File: config.mk
export PLATFORM = sky130hd
export DESIGN_NAME = decodeStage
export DESIGN_NICKNAME = d
export VERILOG_FILES = /design/src/logic/isaPkg.sv /design/src/logic/frontEndPkg.sv /design/src/logic/branchResolver.sv /design/src/logic/decodeStage.sv /design/src/logic/insnPredecoder.sv /design/src/logic/returnAddressStack.sv /design/src/logic/stageRegister.sv /design/src/logic/targetCalculator.sv
export SDC_FILE = /design/constraint.sdc
export NUM_CORES = 2
export LEC_CHECK = 0
export ABC_CLOCK_PERIOD_IN_PS = 7700
export BUFFER_PORTS_ARGS = -buffer_cell sky130_fd_sc_hd__clkbuf_2
export CELL_PAD_IN_SITES_DETAIL_PLACEMENT = 1
export CELL_PAD_IN_SITES_GLOBAL_PLACEMENT = 1
export CORE_UTILIZATION = 44
export DETAILED_ROUTE_END_ITERATION = 16
export PLACE_DENSITY_LB_ADDON = 0.1
export RECOVER_POWER = 100
export SLEW_MARGIN = 15
export SYNTH_ARGS = -nofsm -noshare
export SYNTH_HDL_FRONTEND = slang
export SYNTH_SLANG_ARGS = --single-unit
File: constraint.sdc
create_clock -name clk -period 7.7 [get_ports clk]
set_input_delay 1.54 -clock clk [delete_from_list [all_inputs] [get_ports clk]]
set_output_delay 1.54 -clock clk [all_outputs]
set_load 0.02 [all_outputs]
File: src/logic/isaPkg.sv
// RISC-V ISA constants

package isaPkg;

    // Program counter width
    localparam int ADDR_WIDTH = 32;

    // All instructions handled here are uncompressed
    localparam int INSN_BYTES = 4;

    // Major opcodes, bits [6:0] of the instruction word
    localparam logic [6:0] OPC_BRANCH   = 7'b1100011;
    localparam logic [6:0] OPC_JAL      = 7'b1101111;
    localparam logic [6:0] OPC_JALR     = 7'b1100111;
    localparam logic [6:0] OPC_SYSTEM   = 7'b1110011;
    localparam logic [6:0] OPC_MISC_MEM = 7'b0001111;

    // Register numbers used by the calling convention
    localparam logic [4:0] REG_ZERO = 5'd0;
    localparam logic [4:0] REG_RA   = 5'd1;
    localparam logic [4:0] REG_T0   = 5'd5;

endpackage

File: src/logic/frontEndPkg.sv
// Front-end lane and redirect types

package frontEndPkg;

    typedef logic [isaPkg::ADDR_WIDTH-1:0] addrType;

    // One fetch slot as delivered by the fetch stage
    typedef struct packed {
        logic        valid;
        addrType     pc;
        logic [31:0] insn;
        logic        predTaken;
        addrType     predAddr;
    } fetchLane;

    // Where the decoded next PC of a lane comes from
    typedef enum logic [1:0] {
        kindNext       = 2'd0,
        kindPcRelative = 2'd1,
        kindIndirect   = 2'd2,
        kindSerialized = 2'd3
    } branchKind;

    typedef struct packed {
        branchKind   kind;
        logic        isJal;
        logic        isCall;
        logic        isReturn;
        logic        writesPc;
        logic [31:0] offset;
    } predecodeInfo;

    // Lane as handed to the next stage
    typedef struct packed {
        logic        valid;
        logic        flushed;
        logic        flushTriggering;
        addrType     pc;
        logic [31:0] insn;
        logic        predTaken;
        addrType     predAddr;
    } decodedLane;

    typedef struct packed {
        logic    flush;
        addrType target;
    } redirectInfo;

endpackage

File: src/logic/branchResolver.sv
// Branch resolution control

`timescale 1ns/1ns

module branchResolver #(
    parameter int DECODE_WIDTH = 2
) (
    input  frontEndPkg::fetchLane     [DECODE_WIDTH-1:0] lanes,
    input  frontEndPkg::predecodeInfo [DECODE_WIDTH-1:0] info,
    input  frontEndPkg::addrType      [DECODE_WIDTH-1:0] decodedPc,
    output frontEndPkg::decodedLane   [DECODE_WIDTH-1:0] outLanes,
    output frontEndPkg::redirectInfo                     redirect,
    output logic                                         push,
    output logic                                         pop,
    output frontEndPkg::addrType                         pushAddr
);

    localparam int LANE_BITS = (DECODE_WIDTH > 1) ? $clog2(DECODE_WIDTH) : 1;

    logic                    check;
    logic                    forced;
    logic                    done;
    logic                    flush;
    logic [LANE_BITS-1:0]    checkLane;
    logic [DECODE_WIDTH-1:0] triggerMask;
    logic [DECODE_WIDTH-1:0] validMask;

    // Scan from lane 0 up to the first lane that decides the group
    always_comb begin
        check     = 1'b0;
        forced    = 1'b0;
        done      = 1'b0;
        push      = 1'b0;
        pop       = 1'b0;
        checkLane = '0;
        for (int i = 0; i < DECODE_WIDTH; i++) begin
            if (!done) begin
                if (!lanes[i].valid) begin
                    done = 1'b1;
                end else if (!info[i].writesPc && lanes[i].predTaken) begin
                    // Taken prediction on a non-jump is always wrong
                    check     = 1'b1;
                    forced    = 1'b1;
                    checkLane = LANE_BITS'(i);
                    done      = 1'b1;
                end else if (info[i].kind == frontEndPkg::kindPcRelative &&
                             (info[i].isJal || lanes[i].predTaken)) begin
                    push      = info[i].isCall;
                    check     = 1'b1;
                    checkLane = LANE_BITS'(i);
                    done      = 1'b1;
                end else if (info[i].kind == frontEndPkg::kindIndirect) begin
                    if (info[i].isReturn) begin
                        pop       = 1'b1;
                        check     = 1'b1;
                        checkLane = LANE_BITS'(i);
                        done      = 1'b1;
                    end else if (info[i].isCall) begin
                        // Target unknown here so only the link is recorded
                        push      = 1'b1;
                        checkLane = LANE_BITS'(i);
                        done      = 1'b1;
                    end
                end else if (info[i].kind == frontEndPkg::kindSerialized) begin
                    check     = 1'b1;
                    forced    = 1'b1;
                    checkLane = LANE_BITS'(i);
                    done      = 1'b1;
                end
            end
        end
    end

    assign flush = forced ||
                   (check && (lanes[checkLane].predAddr != decodedPc[checkLane]));

    assign pushAddr = lanes[checkLane].pc +
                      frontEndPkg::addrType'(isaPkg::INSN_BYTES);

    assign redirect.flush  = flush;
    assign redirect.target = decodedPc[checkLane];

    // Correct the trigger lane and squash everything after it
    always_comb begin
        for (int i = 0; i < DECODE_WIDTH; i++) begin
            outLanes[i].pc              = lanes[i].pc;
            outLanes[i].insn            = lanes[i].insn;
            outLanes[i].flushTriggering = flush && (i == checkLane);
            outLanes[i].flushed         = flush && (i > checkLane);
            outLanes[i].valid           = lanes[i].valid && !outLanes[i].flushed;
            if (outLanes[i].flushTriggering) begin
                outLanes[i].predTaken = 1'b1;
                outLanes[i].predAddr  = decodedPc[i];
            end else begin
                outLanes[i].predTaken = lanes[i].predTaken;
                outLanes[i].predAddr  = lanes[i].predAddr;
            end
        end
    end

    for (genvar i = 0; i < DECODE_WIDTH; i++) begin : gMask
        assign triggerMask[i] = outLanes[i].flushTriggering;
        assign validMask[i]   = lanes[i].valid;
    end

    // Next stage restarts from a single valid lane
    singleTrigger: assert final ($onehot0(triggerMask) &&
                                 ((triggerMask & ~validMask) == '0))
        else $error("flush triggered by more than one lane or by an invalid lane");

endmodule

File: src/logic/decodeStage.sv
// Decode stage branch resolution

`timescale 1ns/1ns

module decodeStage #(
    parameter int DECODE_WIDTH = 2,
    parameter int RAS_DEPTH    = 4
) (
    input  logic                                       clk,
    input  logic                                       rst,
    input  logic                                       stall,
    input  frontEndPkg::fetchLane   [DECODE_WIDTH-1:0] fetchGroup,
    output frontEndPkg::decodedLane [DECODE_WIDTH-1:0] decodedGroup,
    output frontEndPkg::redirectInfo                   redirect
);

    typedef frontEndPkg::fetchLane [DECODE_WIDTH-1:0] fetchGroupType;

    typedef struct packed {
        frontEndPkg::decodedLane [DECODE_WIDTH-1:0] lanes;
        frontEndPkg::redirectInfo                   redirect;
    } resultType;

    fetchGroupType                                 lanes;
    frontEndPkg::predecodeInfo [DECODE_WIDTH-1:0] info;
    frontEndPkg::addrType      [DECODE_WIDTH-1:0] decodedPc;
    frontEndPkg::addrType                          rasTop;
    frontEndPkg::addrType                          pushAddr;
    logic                                          push;
    logic                                          pop;
    resultType                                     resultD;
    resultType                                     resultQ;

    stageRegister #(.payloadType(fetchGroupType)) inputReg (
        .clk(clk), .rst(rst), .stall(stall), .d(fetchGroup), .q(lanes)
    );

    insnPredecoder #(.DECODE_WIDTH(DECODE_WIDTH)) predecoder (
        .lanes(lanes), .info(info)
    );

    targetCalculator #(.DECODE_WIDTH(DECODE_WIDTH)) targetCalc (
        .lanes(lanes), .info(info), .rasTop(rasTop), .decodedPc(decodedPc)
    );

    branchResolver #(.DECODE_WIDTH(DECODE_WIDTH)) resolver (
        .lanes(lanes), .info(info), .decodedPc(decodedPc),
        .outLanes(resultD.lanes), .redirect(resultD.redirect),
        .push(push), .pop(pop), .pushAddr(pushAddr)
    );

    // Advances together with the output register
    returnAddressStack #(.RAS_DEPTH(RAS_DEPTH)) ras (
        .clk(clk), .rst(rst), .stall(stall),
        .push(push), .pop(pop), .pushAddr(pushAddr), .top(rasTop)
    );

    stageRegister #(.payloadType(resultType)) outputReg (
        .clk(clk), .rst(rst), .stall(stall), .d(resultD), .q(resultQ)
    );

    assign decodedGroup = resultQ.lanes;
    assign redirect     = resultQ.redirect;

endmodule

File: src/logic/insnPredecoder.sv
// Instruction predecoder

`timescale 1ns/1ns

module insnPredecoder #(
    parameter int DECODE_WIDTH = 2
) (
    input  frontEndPkg::fetchLane     [DECODE_WIDTH-1:0] lanes,
    output frontEndPkg::predecodeInfo [DECODE_WIDTH-1:0] info
);

    for (genvar i = 0; i < DECODE_WIDTH; i++) begin : gLane
        logic [31:0] insn;
        logic [6:0]  opcode;
        logic [4:0]  rd;
        logic [4:0]  rs1;
        logic        isJalr;
        logic        rdLink;
        logic        rs1Link;
        logic [31:0] branchOffset;
        logic [31:0] jalOffset;

        assign insn   = lanes[i].insn;
        assign opcode = insn[6:0];
        assign rd     = insn[11:7];
        assign rs1    = insn[19:15];
        assign isJalr = (opcode == isaPkg::OPC_JALR);

        // x1 and x5 both act as link registers
        assign rdLink  = (rd == isaPkg::REG_RA) || (rd == isaPkg::REG_T0);
        assign rs1Link = (rs1 == isaPkg::REG_RA) || (rs1 == isaPkg::REG_T0);

        // B-type immediate
        assign branchOffset = {{20{insn[31]}}, insn[7], insn[30:25], insn[11:8], 1'b0};

        // J-type immediate
        assign jalOffset = {{12{insn[31]}}, insn[19:12], insn[20], insn[30:21], 1'b0};

        always_comb begin
            info[i] = '0;
            case (opcode)
                isaPkg::OPC_BRANCH: begin
                    info[i].kind   = frontEndPkg::kindPcRelative;
                    info[i].offset = branchOffset;
                end
                isaPkg::OPC_JAL: begin
                    info[i].kind   = frontEndPkg::kindPcRelative;
                    info[i].offset = jalOffset;
                end
                isaPkg::OPC_JALR: begin
                    info[i].kind = frontEndPkg::kindIndirect;
                end
                isaPkg::OPC_SYSTEM,
                isaPkg::OPC_MISC_MEM: begin
                    info[i].kind = frontEndPkg::kindSerialized;
                end
                default: begin
                    info[i].kind = frontEndPkg::kindNext;
                end
            endcase

            info[i].isJal    = (opcode == isaPkg::OPC_JAL);
            info[i].writesPc = (info[i].kind == frontEndPkg::kindPcRelative) ||
                               (info[i].kind == frontEndPkg::kindIndirect);

            // Only jumps link, a branch has immediate bits in the rd field
            info[i].isCall   = (info[i].isJal || isJalr) && rdLink;
            info[i].isReturn = isJalr && rs1Link && (rd == isaPkg::REG_ZERO);
        end
    end

endmodule

File: src/logic/returnAddressStack.sv
// Circular return address stack

`timescale 1ns/1ns

module returnAddressStack #(
    parameter int RAS_DEPTH = 4
) (
    input  logic                 clk,
    input  logic                 rst,
    input  logic                 stall,
    input  logic                 push,
    input  logic                 pop,
    input  frontEndPkg::addrType pushAddr,
    output frontEndPkg::addrType top
);

    // Depth of at least two, pointer wraps naturally
    localparam int PTR_BITS = $clog2(RAS_DEPTH);

    frontEndPkg::addrType entries [RAS_DEPTH];
    logic [PTR_BITS-1:0]  topPtr;
    logic [PTR_BITS-1:0]  abovePtr;

    assign abovePtr = topPtr + 1'b1;
    assign top      = entries[topPtr];

    always_ff @(posedge clk) begin
        if (rst) begin
            for (int i = 0; i < RAS_DEPTH; i++) begin
                entries[i] <= '0;
            end
            topPtr <= '0;
        end else if (!stall) begin
            if (push) begin
                entries[abovePtr] <= pushAddr;
                topPtr            <= abovePtr;
            end else if (pop) begin
                topPtr <= topPtr - 1'b1;
            end
        end
    end

    // Resolver stops scanning at the first call or return
    pushPopExclusive: assert property (@(posedge clk) disable iff (rst) !(push && pop))
        else $error("stack push and pop in the same cycle");

endmodule

File: src/logic/stageRegister.sv
// Stallable pipeline register

`timescale 1ns/1ns

module stageRegister #(
    parameter type payloadType = logic
) (
    input  logic       clk,
    input  logic       rst,
    input  logic       stall,
    input  payloadType d,
    output payloadType q
);

    // Clears to all zeros, so every valid bit and flush flag drops
    always_ff @(posedge clk) begin
        if (rst) begin
            q <= '0;
        end else if (!stall) begin
            q <= d;
        end
    end

endmodule

File: src/logic/targetCalculator.sv
// Decoded next PC per lane

`timescale 1ns/1ns

module targetCalculator #(
    parameter int DECODE_WIDTH = 2
) (
    input  frontEndPkg::fetchLane     [DECODE_WIDTH-1:0] lanes,
    input  frontEndPkg::predecodeInfo [DECODE_WIDTH-1:0] info,
    input  frontEndPkg::addrType                         rasTop,
    output frontEndPkg::addrType      [DECODE_WIDTH-1:0] decodedPc
);

    for (genvar i = 0; i < DECODE_WIDTH; i++) begin : gLane
        always_comb begin
            case (info[i].kind)
                frontEndPkg::kindPcRelative: begin
                    decodedPc[i] = lanes[i].pc + info[i].offset;
                end
                // Every indirect jump takes the stack top as its guess
                frontEndPkg::kindIndirect: begin
                    decodedPc[i] = rasTop;
                end
                default: begin
                    decodedPc[i] = lanes[i].pc +
                                   frontEndPkg::addrType'(isaPkg::INSN_BYTES);
                end
            endcase
        end
    end

endmodule
# --- After elaboration in Yosys (flattened, before gate mapping) ---
# Memory sizes are Yosys's and may differ from the RTL's. A register that Yosys moved wholly into a read port is not among the register bits.
# Cells that the tools add are included.
classes:
  bitwise: 2
  n_reduce_logical: 38
  addsub: 7
  eq_ne: 25
  magnitude_cmp: 2
  n_mux: 84
op_table:
  columns: ["cell", "n"]
  rows:
  - ["$pmux W32 S2", 4]
  - ["$mux W97", 2]
  - ["$add A32 B3 Y32 const B", 3]
  - ["$mux W32", 3]
  - ["$mux W1", 66]
  - ["$mux W33", 2]
  - ["$add A32 B32 Y32", 2]
  - ["$eq A7 B7 Y1 const B", 8]
  - ["$ne A32 B32 Y1", 1]
  - ["$reduce_or A32 Y1", 1]
  - ["$eq A5 B1 Y1 const B", 4]
  - ["$eq A5 B3 Y1 const B", 4]
  - ["$logic_and A1 B1 Y1", 15]
  - ["$eq A7 B4 Y1 const B", 2]
  - ["$pmux W2 S3", 2]
  - ["$logic_or A1 B1 Y1", 11]
  - ["$logic_not A5 Y1", 2]
  - ["$mux W2", 5]
  - ["$eq A2 B2 Y1 const B", 4]
  - ["$reduce_or A2 Y1", 4]
  - ["$eq A2 B1 Y1 const B", 2]
  - ["$logic_not A1 Y1", 3]
  - ["$add A2 B1 Y2 const B", 1]
  - ["$lt A1 B2 Y1 const B", 1]
  - ["other kinds (5)", 6]
totals:
  ff_bits: 430
  out_inout_bits: 233
  word_cells: 185
  memories: 1
  ramBits: 128
mem_list:
  columns: ["memory", "words", "width", "read_ports", "rd_ports_with_merged_regs", "write_ports", "line", "rtl"]
  rows:
  - ["ras.entries", 4, 32, 1, 1, 4, "returnAddressStack.sv:20", "frontEndPkg::addrType entries [RAS_DEPTH];"]

# --- Logic depth before layout (Yosys ltp) ---
logic_depth:
  depth_word: 22
  mapped_depth: 30

# --- Modules after synthesis ---
# A second synthesis with hierarchy kept.
hier_totals:
  cells_unflattened: 3381
  area_unflattened_um2: 32291.0
modules_own_cells:
  columns: ["module", "cells_each", "area_each_um2", "instances", "seq_area_each_um2"]
  rows:
  - ["stageRegister at outputReg", 751, 8314.2, 1, 4664.5]
  - ["stageRegister at inputReg", 632, 6989.2, 1, 3923.8]
  - ["returnAddressStack", 340, 5783.0, 1, 3923.8]
  - ["targetCalculator", 820, 5535.3, 1, 0.0]
  - ["branchResolver", 689, 4784.6, 1, 0.0]
  - ["insnPredecoder", 149, 884.6, 1, 0.0]

# --- Worst setup path after synthesis ---
# Ideal clock, no wire load.
synth_timing:
  kind: "register -> register"
  startpoint: "register inputReg.q[36] (netlist name)"
  endpoint: "memory ras.entries[0][24] (netlist name) (data pin)"
  slack_ns: 1.928
  stages_incl_launch_ff: 28
  t_arrival_ns: 5.631
  path_cell_list: "dfxtp_1 -> clkbuf_1 -> mux2i_1 -> a22o_1 -> nand3_1 -> ha_1 -> clkbuf_1 -> and2_1 -> a32oi_1 -> nand2_1 -> nor3b_2 -> and2_1 -> buf_2 -> buf_2 -> buf_2 -> buf_2 -> buf_2 -> buf_2 -> buf_1 -> nand2_1 -> nand2_1 -> ha_1 -> clkbuf_1 -> o21a_1 -> and3_1 -> a211oi_1 -> or4_1 -> nor2_1"
synth_rtl:
  columns: ["item", "line", "rtl"]
  rows:
  - ["from (decl)", "stageRegister.sv:12", "output payloadType q"]
  - ["from (signal assigned)", "stageRegister.sv:18", "q <= '0;"]
  - ["from (signal assigned)", "stageRegister.sv:20", "q <= d;"]
  - ["to (decl)", "returnAddressStack.sv:20", null]

# --- Worst setup path after layout ---
layout_timing:
  startpoint: "register inputReg.q[35] (netlist name)"
  endpoint: "register outputReg.q[62] (netlist name)"
layout_between:
  elab_chain_len: 19
  elab_cells_between_ends: 63
  cone_classes: "add/sub: 1; eq/ne: 9; mux: 38; bitwise: 1; reduce/logical: 14"
layout_lines:
  columns: ["item", "line", "rtl"]
  rows:
  - ["branches (longest 18 deep; another with $add A32 B32 Y32)", null, null]
  - ["$mux W33 *", "branchResolver.sv:91", "if (outLanes[i].flushTriggering) begin"]
  - ["to (signal assigned)", "stageRegister.sv:18", null]
  - ["to (signal assigned)", "stageRegister.sv:20", null]
  - ["to (decl)", "stageRegister.sv:12", null]
# Every way passes the cells marked *. The select of a mux whose other input is x is not followed.
# A chain may end at the register's enable or synchronous reset.

==> flow_summary_export.csv <==
group,metric,value,unit
outcome,status,"finished, violations left",
outcome,violations,"capacitance limit, slew limit",
yosys,syn_inst,3366,
floorplanning,fp.dieW,265,um
setup_path,worstReg2RegEnd,"outputReg.q[62]",
routing,routed_wl,132,mm
clock_network,cts_tree,"yes",
sta,worst_slew_pin_slew,4020,ps
clock_network,numCtsBuffers,58,
worst_hold_path,hp-class,"flip-flop to flip-flop",
yosys,syn-num-nets,3636,
place,place_hpwl,102,mm
routing,drt-initial-drc-count,2706,
clock_network,htreeDepth,2,
floorplanning,core_area,68600,sq um
place,portBuffers,430,
finish,layout-drive-gt1-share,0.111,
yosys,synthFlopType,"dfxtp_1",
yosys,yosysWarnings,0,
place,dp_slack,963,ps
routing,drc,0,
clock_network,post_cts_resized,0,
yosys,synth.avg_cell_area,9.06,sq um
grt,grt_max_degree,134,
clock_network,clockRootBuffer,"clkbuf_16",
routing,post_drt_via_cell_ratio,6.16,
setup_path,startpoint_type,"flip-flop",
setup_path,crit_type,"flip-flop to flip-flop",
power,power_per_cell_area,207,nW/um^2
finish,fin_nets,3913,
finish,nFillCells,8058,
place,gp_congestion,0.947,
grt,antenna_found_initial,2,
setup_path,r2r_slack,520,ps
floorplanning,io_pins,432,
sta,clock_skew,36.3,ps
worst_hold_path,min_path_cells,2,
yosys,synth_area,30500,sq um
sta,final.setup.worst_slack,519,ps
setup_path,r2r_start,"inputReg.q[35]",
yosys,synth_top_area_frac,0.283,
sta,fin_tns_setup,0,ps
yosys,synth_edf_count,128,
yosys,async_flop_share,0,
setup_path,rr_worst_depth,19,
finish,synthToLayoutAreaGrowth,14.4,%
yosys,synth_cell_types,102,
grt,grt_use_total,0.363,
sta,fmaxAchievable,139,MHz
worst_hold_path,min_to,"outputReg.q[1]",
setup_path,cp.arrival,7710,ps
clock_network,clkLatencyLatePin,660,ps
worst_hold_path,min_from,"outputReg.q[1]",
power,power.leakage,14.1,nW
power,peakVddDrop,0.000189,V
yosys,ys_seq_area_frac,0.409,
grt,grt_pass1_vias,27900,
floorplanning,die_y,265,um
setup_path,cp_max_fo,25,
routing,antenna_left,0,
yosys,yosysMostFrequentCell,"nor2_1",
clock_network,path_clk_slew,70,ps
yosys,ys_seq_elements,559,
routing,drt-pass1-iter-count,6,
floorplanning,initial_utilization,0.445,
sta,rsz0062_at_grt,"false",
sta,fin_crit_sh,0.933,
routing,dr_total_vias,28500,
yosys,synth_area_leaders,"dfxtp_1 28%, edfxtp_1 13%, mux2i_1 12%, nor2_1 7.2%, nand2_1 3.0%",
sta,relSlewSlack,-1.68,
clock_network,cts_sinks,559,
sta,fin_crit,7180,ps
grt,grt_pass1_wl,190,mm
setup_path,worst_setup_path_end_kind,"flip-flop",
power,total_power,7.22,mW
setup_path,worstPathRequired,8230,ps
yosys,synth_area_leader_cell,"dfxtp_1",
routing,wl_per_cell,28.5,um
sta,slew_viol_final,506,
floorplanning,die_area,70400,sq um
flow_run,cap_violations,11,
finish,utilization,0.509,
grt,grt_overflow,0,
sta,hold_violations,0,
yosys,synthTopCellsByCount,"586 x nor2_1, 431 x dfxtp_1, 352 x mux2i_1",
sta,setup_viol,0,
clock_network,cts_hold_buf,0,
clock_network,postCtsSetupBuffers,0,
clock_network,clockBufferDepth,3,
floorplanning,num_rows,96,
layout by cell type, fill, tap and decap left out, types with 22 or more instances in the layout:
master,count
dfxtp_1,429
o21a_1,23
a21oi_1,141
and4_1,22
ha_1,69
xnor2_1,85
nand3_1,100
buf_4,33
o311ai_0,36
edfxtp_1,128
and2_1,31
a211oi_1,30
inv_1,47
xor2_1,78
mux4_2,32
clkbuf_1,262
clkbuf_2,200
mux2i_1,352
nor3_1,53
a21o_1,37
clkbuf_16,59
nor2_1,585
and3_1,41
nand2_1,244
o21ai_0,91
o211ai_1,28
nand4_1,89
through the flow:
stage               area, sq um  cells  hold WS [ps]
global route              34900   4624           498
CTS                       35300   4623           471
global placement          33200   4513           451
detailed placement        33200   4514           461
floorplan                 30500   3366           452
finish                    34900   4624           468
per-layer routing:
layer,GRT usage,share of wire
met3,0.0472,0.067
met5,0,0
met4,0.118,0.033
met2,0.599,0.47
met1,0.491,0.43
registers in the layout, summed over array words and instances (netlist names), named ones only:
register and cells:
inputReg.q 196, ras.topPtr 2, ras.entries 128, outputReg.q 231
power breakdown:
group          switching (mW)  internal, mW
Clock                    1.27          1.82
Sequential              0.195          3.13
Combinational           0.512         0.290
logic make-up after synthesis:
family                     synth area share
adders and majority gates            0.0296
buffers and inverters                0.0423
AOI/OAI and AO/OA                     0.137
other                              0.000123
xor gates and xnor gates             0.0468
and+or+nand+nor                       0.195
muxes                                 0.140
DFF                                   0.409
how the worst max path moves through the flow:
stage	slack, ps	endpoint	depth (start not counted)	startpoint
finish	520	outputReg.q[62]	19	inputReg.q[35]
CTS	920	outputReg.q[62]	18	inputReg.q[35]
detailed placement	960	outputReg.q[62]	18	inputReg.q[35]
global placement	510	outputReg.q[53]	18	inputReg.q[35]
global route	190	outputReg.q[62]	18	inputReg.q[35]
floorplan	1930	ras.entries[0][24]	27	inputReg.q[36]
layout make-up:
class	instances	area, sq um	area share
antenna	1	2.50	0.0000718
clock buffer	81	1620	0.0465
clock inverter	28	465	0.0133
inverter	50	188	0.00538
multi-input combinational	2489	16700	0.480
sequential	559	12500	0.358
tap	931	1160	0.0334
timing repair buffer	485	2230	0.0641
critical path: stages, from the launching register on:
cell and delay, ps:
dfxtp_1 440, nor2b_1 380, nand2_1 130, nor2_1 660, a21o_1 270, ha_1 350, a21oi_1 270, a21boi_0 360
o21ba_1 250, o31ai_1 110, a311oi_1 390, xnor2_1 160, a221oi_1 960, xnor2_1 310, a2111oi_2 480, nand4_1 280
o21ai_4 650, buf_4 310, nand4_1 110, o311ai_0 190
No activity file was read; power rests on OpenSTA's default activity.
